[config.mk]
export PLATFORM = sky130hd
export DESIGN_NAME = l2_trigger_top
export DESIGN_NICKNAME = d
export VERILOG_FILES = /design/src/l2_apb_pkg.sv /design/src/l2_trig_pkg.sv /design/src/l2_apb_regs.sv /design/src/l2_coincidence.sv /design/src/l2_master_trigger.sv /design/src/l2_meta_align.sv /design/src/l2_sector_map.sv /design/src/l2_trigger_top.sv
export VERILOG_INCLUDE_DIRS = /design/src /design/src/src
export SDC_FILE = /design/constraint.sdc
export NUM_CORES = 1
export LEC_CHECK = 0
export ABC_CLOCK_PERIOD_IN_PS = 2050
export BUFFER_PORTS_ARGS = -buffer_cell sky130_fd_sc_hd__buf_2
export CAP_MARGIN = 10
export CORE_ASPECT_RATIO = 1.2
export CORE_MARGIN = 2
export CORE_UTILIZATION = 45
export DETAILED_ROUTE_END_ITERATION = 10
export HOLD_SLACK_MARGIN = 0.12
export PLACE_DENSITY_LB_ADDON = 0.25
export SLEW_MARGIN = 20
export SYNTH_ARGS = -nofsm -noshare
export SYNTH_HDL_FRONTEND = slang
export SYNTH_SLANG_ARGS = --single-unit
[constraint.sdc]
create_clock -name clk_i -period 2.05 [get_ports clk_i]
set_input_delay 0.41 -clock clk_i [delete_from_list [all_inputs] [get_ports clk_i]]
set_output_delay 0.41 -clock clk_i [all_outputs]
set_load 0.1 [all_outputs]
[src/l2_consts.svh]
`ifndef L2_CONSTS_SVH
`define L2_CONSTS_SVH

// front-end concentrators and sector geometry
`define L2_NTIO       4
`define L2_NPOL       2
`define L2_NSECT      12
`define L2_NREGION    4
`define L2_SECT_W     48

// word widths coming from the concentrators
`define L2_META_W     64
`define L2_TRIG_W     8

// trigger word bit positions
`define L2_LF_BIT     6
`define L2_AUX_BIT    7

// pipeline depth from input sample to trig_o
`define L2_RF_LATENCY 4
// level-two hits are blocked this many cycles after reset
`define L2_POR_CYCLES 4

// register bus
`define L2_APB_ADDR_W 8
`define L2_APB_DATA_W 32
`define L2_ADDR_CTRL  8'h00
`define L2_ADDR_MASK  8'h04

`endif

[src/l2_apb_pkg.sv]
`default_nettype none

`include "l2_consts.svh"

package l2_apb_pkg;

    typedef logic [`L2_APB_ADDR_W-1:0] apb_addr_t;
    typedef logic [`L2_APB_DATA_W-1:0] apb_data_t;

    // requester side of the bus
    typedef struct packed {
        logic      psel;
        logic      penable;
        logic      pwrite;
        apb_addr_t paddr;
        apb_data_t pwdata;
    } apb_req_t;

    // completer side of the bus
    typedef struct packed {
        apb_data_t prdata;
        logic      pready;
        logic      pslverr;
    } apb_rsp_t;

    // register map
    typedef enum apb_addr_t {
        REG_CTRL = `L2_ADDR_CTRL,
        REG_MASK = `L2_ADDR_MASK
    } l2_reg_e;

endpackage

`default_nettype wire

[src/l2_trig_pkg.sv]
`default_nettype none

`include "l2_consts.svh"

package l2_trig_pkg;

    // raw words from one concentrator
    typedef logic [`L2_TRIG_W-1:0] tio_trig_t;
    typedef logic [`L2_META_W-1:0] tio_meta_t;

    // one word per concentrator, index is the concentrator number
    typedef tio_trig_t [`L2_NTIO-1:0] tio_trig_arr_t;
    typedef tio_meta_t [`L2_NTIO-1:0] tio_meta_arr_t;

    // 4 region bits per sector, sector i in bits 4i+3:4i
    typedef logic [`L2_SECT_W-1:0] sector_vec_t;

    // one bit per sector of a single polarization
    typedef logic [`L2_NSECT-1:0] sector_mask_t;

    // low and high region patterns of one polarization
    typedef struct packed {
        sector_vec_t low;
        sector_vec_t high;
    } pol_sectors_t;

    // per-sector pulses, hpol in 11:0 and vpol in 23:12
    typedef logic [`L2_NPOL*`L2_NSECT-1:0] scaler_vec_t;

    // trigger configuration from the register block
    typedef struct packed {
        logic                             rf_en;
        // 0 = and, 1 = or
        logic                             logic_type;
        // mask[pol][sector], set bit excludes the sector
        sector_mask_t [`L2_NPOL-1:0]      mask;
    } l2_cfg_t;

endpackage

`default_nettype wire

[src/l2_apb_regs.sv]
`timescale 1ns/1ps
`default_nettype none

`include "l2_consts.svh"

module l2_apb_regs (
    input  wire logic                 clk_i,
    input  wire logic                 reset_i,
    input  wire l2_apb_pkg::apb_req_t apb_req_i,
    output l2_apb_pkg::apb_rsp_t      apb_rsp_o,
    output l2_trig_pkg::l2_cfg_t      cfg_o
);
    import l2_apb_pkg::*;
    import l2_trig_pkg::*;

    l2_cfg_t cfg_q;
    l2_reg_e reg_sel;
    logic    access;
    logic    hit_ctrl;
    logic    hit_mask;

    // access phase, no wait states
    assign access  = apb_req_i.psel && apb_req_i.penable;
    assign reg_sel = l2_reg_e'(apb_req_i.paddr);

    always_comb begin
        hit_ctrl = 1'b0;
        hit_mask = 1'b0;
        case (reg_sel)
            REG_CTRL: hit_ctrl = 1'b1;
            REG_MASK: hit_mask = 1'b1;
            default: begin
                hit_ctrl = 1'b0;
                hit_mask = 1'b0;
            end
        endcase
    end

    // writes land on the edge that closes the access phase
    always_ff @(posedge clk_i) begin
        if (reset_i) begin
            cfg_q <= '0;
        end else if (access && apb_req_i.pwrite) begin
            if (hit_ctrl) begin
                cfg_q.rf_en      <= apb_req_i.pwdata[0];
                cfg_q.logic_type <= apb_req_i.pwdata[1];
            end
            if (hit_mask) begin
                cfg_q.mask <= apb_req_i.pwdata[$bits(cfg_q.mask)-1:0];
            end
        end
    end

    always_comb begin
        apb_rsp_o        = '0;
        apb_rsp_o.pready = 1'b1;
        if (access) begin
            if (hit_ctrl) begin
                apb_rsp_o.prdata[0] = cfg_q.rf_en;
                apb_rsp_o.prdata[1] = cfg_q.logic_type;
            end else if (hit_mask) begin
                apb_rsp_o.prdata = apb_data_t'(cfg_q.mask);
            end else begin
                // unmapped address, read data stays zero
                apb_rsp_o.pslverr = 1'b1;
            end
        end
    end

    assign cfg_o = cfg_q;

endmodule

`default_nettype wire

[src/l2_coincidence.sv]
`timescale 1ns/1ps
`default_nettype none

`include "l2_consts.svh"

module l2_coincidence (
    input  wire logic                     clk_i,
    input  wire logic                     reset_i,
    input  wire l2_trig_pkg::pol_sectors_t sectors_i,
    input  wire l2_trig_pkg::sector_mask_t mask_i,
    input  wire logic                     logic_type_i,
    input  wire logic                     rf_en_i,
    output logic                          pol_hit_o,
    output l2_trig_pkg::sector_mask_t     scaler_o
);
    import l2_trig_pkg::*;

    pol_sectors_t sectors_q;
    pol_sectors_t stretched_q;
    sector_vec_t  high_rot;
    sector_vec_t  combined;
    sector_mask_t sect_hit;
    sector_mask_t sect_hit_q;
    sector_mask_t sect_hit_qq;

    // two-sample stretch, current OR previous
    always_ff @(posedge clk_i) begin
        if (reset_i) begin
            sectors_q   <= '0;
            stretched_q <= '0;
        end else begin
            sectors_q        <= sectors_i;
            stretched_q.low  <= sectors_i.low | sectors_q.low;
            stretched_q.high <= sectors_i.high | sectors_q.high;
        end
    end

    // sector i meets the high pattern of sector i+1, 11 wraps to 0
    assign high_rot = {stretched_q.high[`L2_NREGION-1:0],
                       stretched_q.high[`L2_SECT_W-1:`L2_NREGION]};

    assign combined = logic_type_i ? (stretched_q.low | high_rot)
                                   : (stretched_q.low & high_rot);

    always_comb begin
        for (int i = 0; i < `L2_NSECT; i++) begin
            sect_hit[i] = |combined[`L2_NREGION*i +: `L2_NREGION];
        end
    end

    always_ff @(posedge clk_i) begin
        if (reset_i) begin
            sect_hit_q  <= '0;
            sect_hit_qq <= '0;
            pol_hit_o   <= 1'b0;
            scaler_o    <= '0;
        end else begin
            sect_hit_q  <= sect_hit;
            sect_hit_qq <= sect_hit_q;
            // mask only affects the trigger, not the scalers
            pol_hit_o   <= rf_en_i && |(sect_hit & ~mask_i);
            // one pulse per rising sector hit
            scaler_o    <= sect_hit_q & ~sect_hit_qq;
        end
    end

endmodule

`default_nettype wire

[src/l2_master_trigger.sv]
`timescale 1ns/1ps
`default_nettype none

`include "l2_consts.svh"

module l2_master_trigger (
    input  wire logic                      clk_i,
    input  wire logic                      reset_i,
    input  wire l2_trig_pkg::tio_trig_arr_t tio_trig_i,
    input  wire logic                      rf_en_i,
    input  wire logic [`L2_NPOL-1:0]       pol_hit_i,
    input  wire logic                      holdoff_i,
    input  wire logic                      dead_i,
    output logic                           trig_o
);
    // the final register adds the last stage
    localparam int SIDE_DELAY = `L2_RF_LATENCY - 1;
    localparam int POR_W      = $clog2(`L2_POR_CYCLES + 1);

    logic [`L2_NPOL-1:0]                lf_now;
    logic                               aux_now;
    // aux in the top bit, lf per polarization below
    logic [SIDE_DELAY-1:0][`L2_NPOL:0]  side_q;
    logic [`L2_NPOL:0]                  side_out;
    logic [POR_W-1:0]                   por_cnt;
    logic                               por_done;

    // lf of pol p comes from concentrators 2p and 2p+1
    always_comb begin
        for (int p = 0; p < `L2_NPOL; p++) begin
            lf_now[p] = rf_en_i && (tio_trig_i[2*p][`L2_LF_BIT] ||
                                    tio_trig_i[2*p+1][`L2_LF_BIT]);
        end
    end

    // aux ignores rf_en
    always_comb begin
        aux_now = 1'b0;
        for (int k = 0; k < `L2_NTIO; k++) begin
            aux_now = aux_now | tio_trig_i[k][`L2_AUX_BIT];
        end
    end

    // line up lf and aux with the pol hits of the same sample
    always_ff @(posedge clk_i) begin
        if (reset_i) begin
            side_q <= '0;
        end else begin
            side_q[0] <= {aux_now, lf_now};
            for (int s = 1; s < SIDE_DELAY; s++) begin
                side_q[s] <= side_q[s-1];
            end
        end
    end

    assign side_out = side_q[SIDE_DELAY-1];

    // power-on holdoff counter
    always_ff @(posedge clk_i) begin
        if (reset_i) begin
            por_cnt <= '0;
        end else if (!por_done) begin
            por_cnt <= por_cnt + 1'b1;
        end
    end

    assign por_done = (por_cnt == POR_W'(`L2_POR_CYCLES));

    always_ff @(posedge clk_i) begin
        if (reset_i) begin
            trig_o <= 1'b0;
        end else begin
            trig_o <= !holdoff_i && !dead_i &&
                      (side_out[`L2_NPOL] || (|side_out[`L2_NPOL-1:0]) ||
                       (por_done && (|pol_hit_i)));
        end
    end

endmodule

`default_nettype wire

[src/l2_meta_align.sv]
`timescale 1ns/1ps
`default_nettype none

`include "l2_consts.svh"

module l2_meta_align #(
    parameter int DEPTH = `L2_RF_LATENCY
) (
    input  wire logic                      clk_i,
    input  wire logic                      reset_i,
    input  wire l2_trig_pkg::tio_meta_arr_t tio_meta_i,
    output l2_trig_pkg::tio_meta_arr_t     tio_meta_o
);
    import l2_trig_pkg::*;

    // whole metadata sets shift together
    tio_meta_arr_t [DEPTH-1:0] meta_q;

    always_ff @(posedge clk_i) begin
        if (reset_i) begin
            meta_q <= '0;
        end else begin
            meta_q[0] <= tio_meta_i;
            for (int k = 1; k < DEPTH; k++) begin
                meta_q[k] <= meta_q[k-1];
            end
        end
    end

    assign tio_meta_o = meta_q[DEPTH-1];

endmodule

`default_nettype wire

[src/l2_sector_map.sv]
`timescale 1ns/1ps
`default_nettype none

`include "l2_consts.svh"

module l2_sector_map (
    input  wire logic                      clk_i,
    input  wire logic                      reset_i,
    input  wire l2_trig_pkg::tio_meta_arr_t tio_meta_i,
    output l2_trig_pkg::pol_sectors_t      hpol_o,
    output l2_trig_pkg::pol_sectors_t      vpol_o
);
    import l2_trig_pkg::*;

    localparam int HALF   = `L2_NSECT / 2;
    localparam int BYTE_W = 2 * `L2_NREGION;

    wire pol_sectors_t hpol_map;
    wire pol_sectors_t vpol_map;

    // sectors 0..5 come from slots 5..0 of the first concentrator,
    // sectors 6..11 from slots 0..5 of the second
    for (genvar i = 0; i < `L2_NSECT; i++) begin : g_sect
        localparam int SLOT  = (i < HALF) ? (HALF - 1 - i) : (i - HALF);
        localparam int H_TIO = (i < HALF) ? 0 : 1;
        localparam int V_TIO = (i < HALF) ? 3 : 2;

        assign hpol_map.low[`L2_NREGION*i +: `L2_NREGION] =
            tio_meta_i[H_TIO][BYTE_W*SLOT +: `L2_NREGION];
        assign hpol_map.high[`L2_NREGION*i +: `L2_NREGION] =
            tio_meta_i[H_TIO][BYTE_W*SLOT + `L2_NREGION +: `L2_NREGION];
        assign vpol_map.low[`L2_NREGION*i +: `L2_NREGION] =
            tio_meta_i[V_TIO][BYTE_W*SLOT +: `L2_NREGION];
        assign vpol_map.high[`L2_NREGION*i +: `L2_NREGION] =
            tio_meta_i[V_TIO][BYTE_W*SLOT + `L2_NREGION +: `L2_NREGION];
    end

    always_ff @(posedge clk_i) begin
        if (reset_i) begin
            hpol_o <= '0;
            vpol_o <= '0;
        end else begin
            hpol_o <= hpol_map;
            vpol_o <= vpol_map;
        end
    end

endmodule

`default_nettype wire

[src/l2_trigger_top.sv]
`timescale 1ns/1ps
`default_nettype none

`include "l2_consts.svh"

module l2_trigger_top (
    input  wire logic                      clk_i,
    input  wire logic                      reset_i,
    input  wire l2_apb_pkg::apb_req_t      apb_req_i,
    output l2_apb_pkg::apb_rsp_t           apb_rsp_o,
    input  wire l2_trig_pkg::tio_trig_arr_t tio_trig_i,
    input  wire l2_trig_pkg::tio_meta_arr_t tio_meta_i,
    input  wire logic                      holdoff_i,
    input  wire logic                      dead_i,
    output l2_trig_pkg::tio_meta_arr_t     tio_meta_o,
    output l2_trig_pkg::scaler_vec_t       leveltwo_o,
    output logic                           trig_o
);
    import l2_trig_pkg::*;

    l2_cfg_t             cfg;
    pol_sectors_t        hpol_sectors;
    pol_sectors_t        vpol_sectors;
    logic [`L2_NPOL-1:0] pol_hit;
    sector_mask_t        hpol_scaler;
    sector_mask_t        vpol_scaler;

    l2_apb_regs u_regs (
        .clk_i     (clk_i),
        .reset_i   (reset_i),
        .apb_req_i (apb_req_i),
        .apb_rsp_o (apb_rsp_o),
        .cfg_o     (cfg)
    );

    l2_sector_map u_map (
        .clk_i      (clk_i),
        .reset_i    (reset_i),
        .tio_meta_i (tio_meta_i),
        .hpol_o     (hpol_sectors),
        .vpol_o     (vpol_sectors)
    );

    l2_coincidence u_hpol (
        .clk_i        (clk_i),
        .reset_i      (reset_i),
        .sectors_i    (hpol_sectors),
        .mask_i       (cfg.mask[0]),
        .logic_type_i (cfg.logic_type),
        .rf_en_i      (cfg.rf_en),
        .pol_hit_o    (pol_hit[0]),
        .scaler_o     (hpol_scaler)
    );

    l2_coincidence u_vpol (
        .clk_i        (clk_i),
        .reset_i      (reset_i),
        .sectors_i    (vpol_sectors),
        .mask_i       (cfg.mask[1]),
        .logic_type_i (cfg.logic_type),
        .rf_en_i      (cfg.rf_en),
        .pol_hit_o    (pol_hit[1]),
        .scaler_o     (vpol_scaler)
    );

    l2_master_trigger u_master (
        .clk_i      (clk_i),
        .reset_i    (reset_i),
        .tio_trig_i (tio_trig_i),
        .rf_en_i    (cfg.rf_en),
        .pol_hit_i  (pol_hit),
        .holdoff_i  (holdoff_i),
        .dead_i     (dead_i),
        .trig_o     (trig_o)
    );

    l2_meta_align #(
        .DEPTH (`L2_RF_LATENCY)
    ) u_meta (
        .clk_i      (clk_i),
        .reset_i    (reset_i),
        .tio_meta_i (tio_meta_i),
        .tio_meta_o (tio_meta_o)
    );

    // hpol scalers low, vpol high
    assign leveltwo_o = {vpol_scaler, hpol_scaler};

endmodule

`default_nettype wire

==> impl_metrics.toml <==
[run_status]
status = "finished with violations"
violations = "negative setup slack"

[worst_setup_path]
endpoint_kind = "primary output"
critPathArrivalTime_ps = 1970
critPathMaxFanout = 5
worstSetupPathType = "in -> out"
cp-start-kind = "primary input"
required_ps = 1640

[die]
fp.coreArea_um2 = 86220
die_w_um = 273
start_util_pct = 45.32
num_io_pins = 650
die_h_um = 326.8
core.rowCount = 118
die_area_um2 = 89220

[finish]
fin_nets = 4404
drive_gt1_share_pct = 26.65
utilization_pct = 57.54
fillCellCount = 7120
area_delta_synth_final_pct = 26.98
seqCellArea_um2 = 26610
multiInputGateArea_um2 = 10070
final_cell_area_um2 = 49620

[routing]
num_vias = 22745
firstDrtPassIters = 5
routed_wl_mm = 83.91
drc = 0
avgViaCountPerCell = 4.283
wl_per_cell_um = 15.80
drtIter0Drc = 1156
postRouteAntennaNets = 0

[global_route]
grt_usage_pct = 18.30
antenna_found_initial = 12
grt_max_degree = 84
grt_pass1_wl_mm = 125.2
gr-total-overflow = 0
grt_pass1_vias = 22383

[sta]
final-setup-viol-count = 24
max_slew_margin_pct = 59.92
fin_crit_ps = 2377
hold_slack_ps = 301.7
skew_ps = 20.37
fmax_mhz = 420.7
drv_slew = 0
rsz0062_at_grt = "true"
setup_ws_ps = -326.8
period_share_pct = 115.9
report.final.hold_viol_count = 0
tightest_slew_ps = 605.3

[clocking]
clk_path_buf_depth = 3
htree_levels = 3
clkLatencyLatePin_ps = 680
clockRootBuffer = "clkbuf_16"
numCtsBuffers = 119
cts_sinks = 1329
cts_tree = "built"
clk_pin_slew_ps = 70

[synth]
avgSynthCellArea_um2 = 11.59
yosysWarnings = 0
synth-seq-cells = 1329
synth_area_um2 = 39070
synth-edff-count = 0
synthCells = 3370
synth_top_cell_by_area = "dfxtp_1"
async_flop_share_pct = 0
synthDistinctLibCells = 40
synth_top_area_share_pct = 68.09
ys_seq_area_share_pct = 68.09
netlist_top_cells_area = "dfxtp_1 (68%), nor2b_1 (17%), buf_4 (5.1%)"
ys.flop_type = "dfxtp_1"

[place]
io_buffers = 608
gp_congestion = 0.8004
placed_area_um2 = 42230
dp_hpwl_mm = 57.79
dpl_worst_slack_ps = -345.3

[pwr]
p_per_area_nw_per_um2 = 1083
p_leak_uw = 0.02174
p_total_uw = 53720
ir_drop_v = 0.0007360

[worst_hold_path]
hp-class = "in -> reg"

[job]
max_cap_violations = 0
## layer usage
layer	vias to the layer above	GRT usage (%)	wire length, um
met4	12	6.641	2546
met3	147	4.499	5000
li1	11602	-	-
met2	631	31.18	40270
met1	10353	22.40	36010
met5	-	0	86
## cell usage after synthesis (9+ instances only)
cell type,number
a21oi_1,68
a222oi_1,14
a22oi_1,12
and2_1,24
buf_4,266
clkbuf_1,122
dfxtp_1,1329
nand2_1,85
nor2_1,55
nor2b_1,1078
nor3_1,22
nor4_1,31
o21ai_0,10
o21bai_1,9
or2_2,192
## cell usage in the layout (no fill, tap or decap), types with 3 or more instances in the layout
| cell type | n |
|---|---|
| clkbuf_1 | 18 |
| a211o_1 | 3 |
| o21ai_0 | 10 |
| nor2_1 | 53 |
| buf_2 | 579 |
| o2111a_1 | 3 |
| a22oi_1 | 10 |
| inv_1 | 3 |
| clkinv_2 | 22 |
| o2111ai_1 | 3 |
| and2_4 | 22 |
| a222oi_1 | 14 |
| buf_12 | 49 |
| nor4_1 | 31 |
| a211oi_1 | 3 |
| nor3_1 | 21 |
| buf_6 | 5 |
| a21oi_1 | 67 |
| clkinvlp_4 | 3 |
| buf_4 | 42 |
| conb_1 | 9 |
| dlygate4sd3_1 | 291 |
| o21bai_1 | 9 |
| bufinv_16 | 14 |
| nor2b_1 | 1078 |
| clkbuf_16 | 121 |
| clkbuf_8 | 38 |
| or2_2 | 192 |
| dfxtp_1 | 1326 |
| nand3b_1 | 6 |
| nand2_1 | 84 |
## final timing paths
check / startpoint / endpoint / cells after the start / slack, ps
setup / recovery: apb_req_i[36] / apb_rsp_o[10] / 8 / -330
hold / removal: apb_req_i[41] / u_regs.cfg_o[24] / 4 / 300
setup reg to reg: u_master.por_cnt[0] / u_master.trig_o / 8 / 130
hold reg to reg: u_vpol.sect_hit_qq[11] / u_vpol.scaler_o[11] / 1 / 380
## where the power goes
part           switching, uW  internal [uW]  total (uW)  leakage [uW]
Sequential               292          26800       27100        0.0109
Clock                   9430          14000       23400       0.00212
Combinational           1820           1400        3210       0.00872
## stage by stage
stage / TNS [ps] / std cells
after floorplan: -2827 / 3377
after global routing: -8117 / 5310
after global placement: -5706 / 4784
after CTS: -5543 / 5306
final: -7248 / 5310
after detailed placement: -6362 / 4784
## flip-flops by register name, indices dropped and copies added, names as in the netlist
signal              cells
u_master.trig_o         1
u_regs.cfg_o           26
u_vpol.pol_hit_o        1
u_hpol.sect_hit_qq     12
u_master.side_out       3
u_meta.meta_q         721
u_vpol.sect_hit_q      12
u_vpol.scaler_o        12
u_hpol.pol_hit_o        1
u_hpol.stretched_q     48
u_hpol.sect_hit_q      12
u_meta.tio_meta_o     256
u_vpol.high_rot        48
u_master.side_q         6
u_map.hpol_o           47
u_master.por_cnt        3
u_hpol.scaler_o        12
u_vpol.sect_hit_qq     12
u_hpol.high_rot        48
u_vpol.stretched_q     48
## worst max-delay path, cell delays in order
cell     delay, ps
buf_6          100
nor4_4         310
and3_4         250
nor3b_4        200
buf_6          210
buf_16         160
and2_4         160
buf_12         160
## layout make-up
class	instances	area share, %
clock inverters	46	1.342
multi-input cells	1646	20.31
repair buffers	968	14.52
diodes	1	0.005044
flip-flops and latches	1329	53.64
inverters	3	0.02270
clock buffers	177	7.293
well taps	1140	2.875
## timing repair
action	in CTS	in global routing
gates cloned	2	0
gates resized for setup	25	3
setup buffers	6	3
setup endpoints to repair	25	25
pin swaps	3	5
hold buffers	291	0
endpoints found under the hold margin	292	0
## cells by family after synthesis
group	count (synthesis)	synth area share [%]
fa+ha+maj	2	0.06403
xor+xnor	1	0.02242
flops	1329	68.09
other cells	2	0.01922
buf+inv	402	6.471
simple gates	1503	23.17
compound gates	129	2.117
mux	2	0.05123
Note: power is estimated with default switching activity, not from simulation.
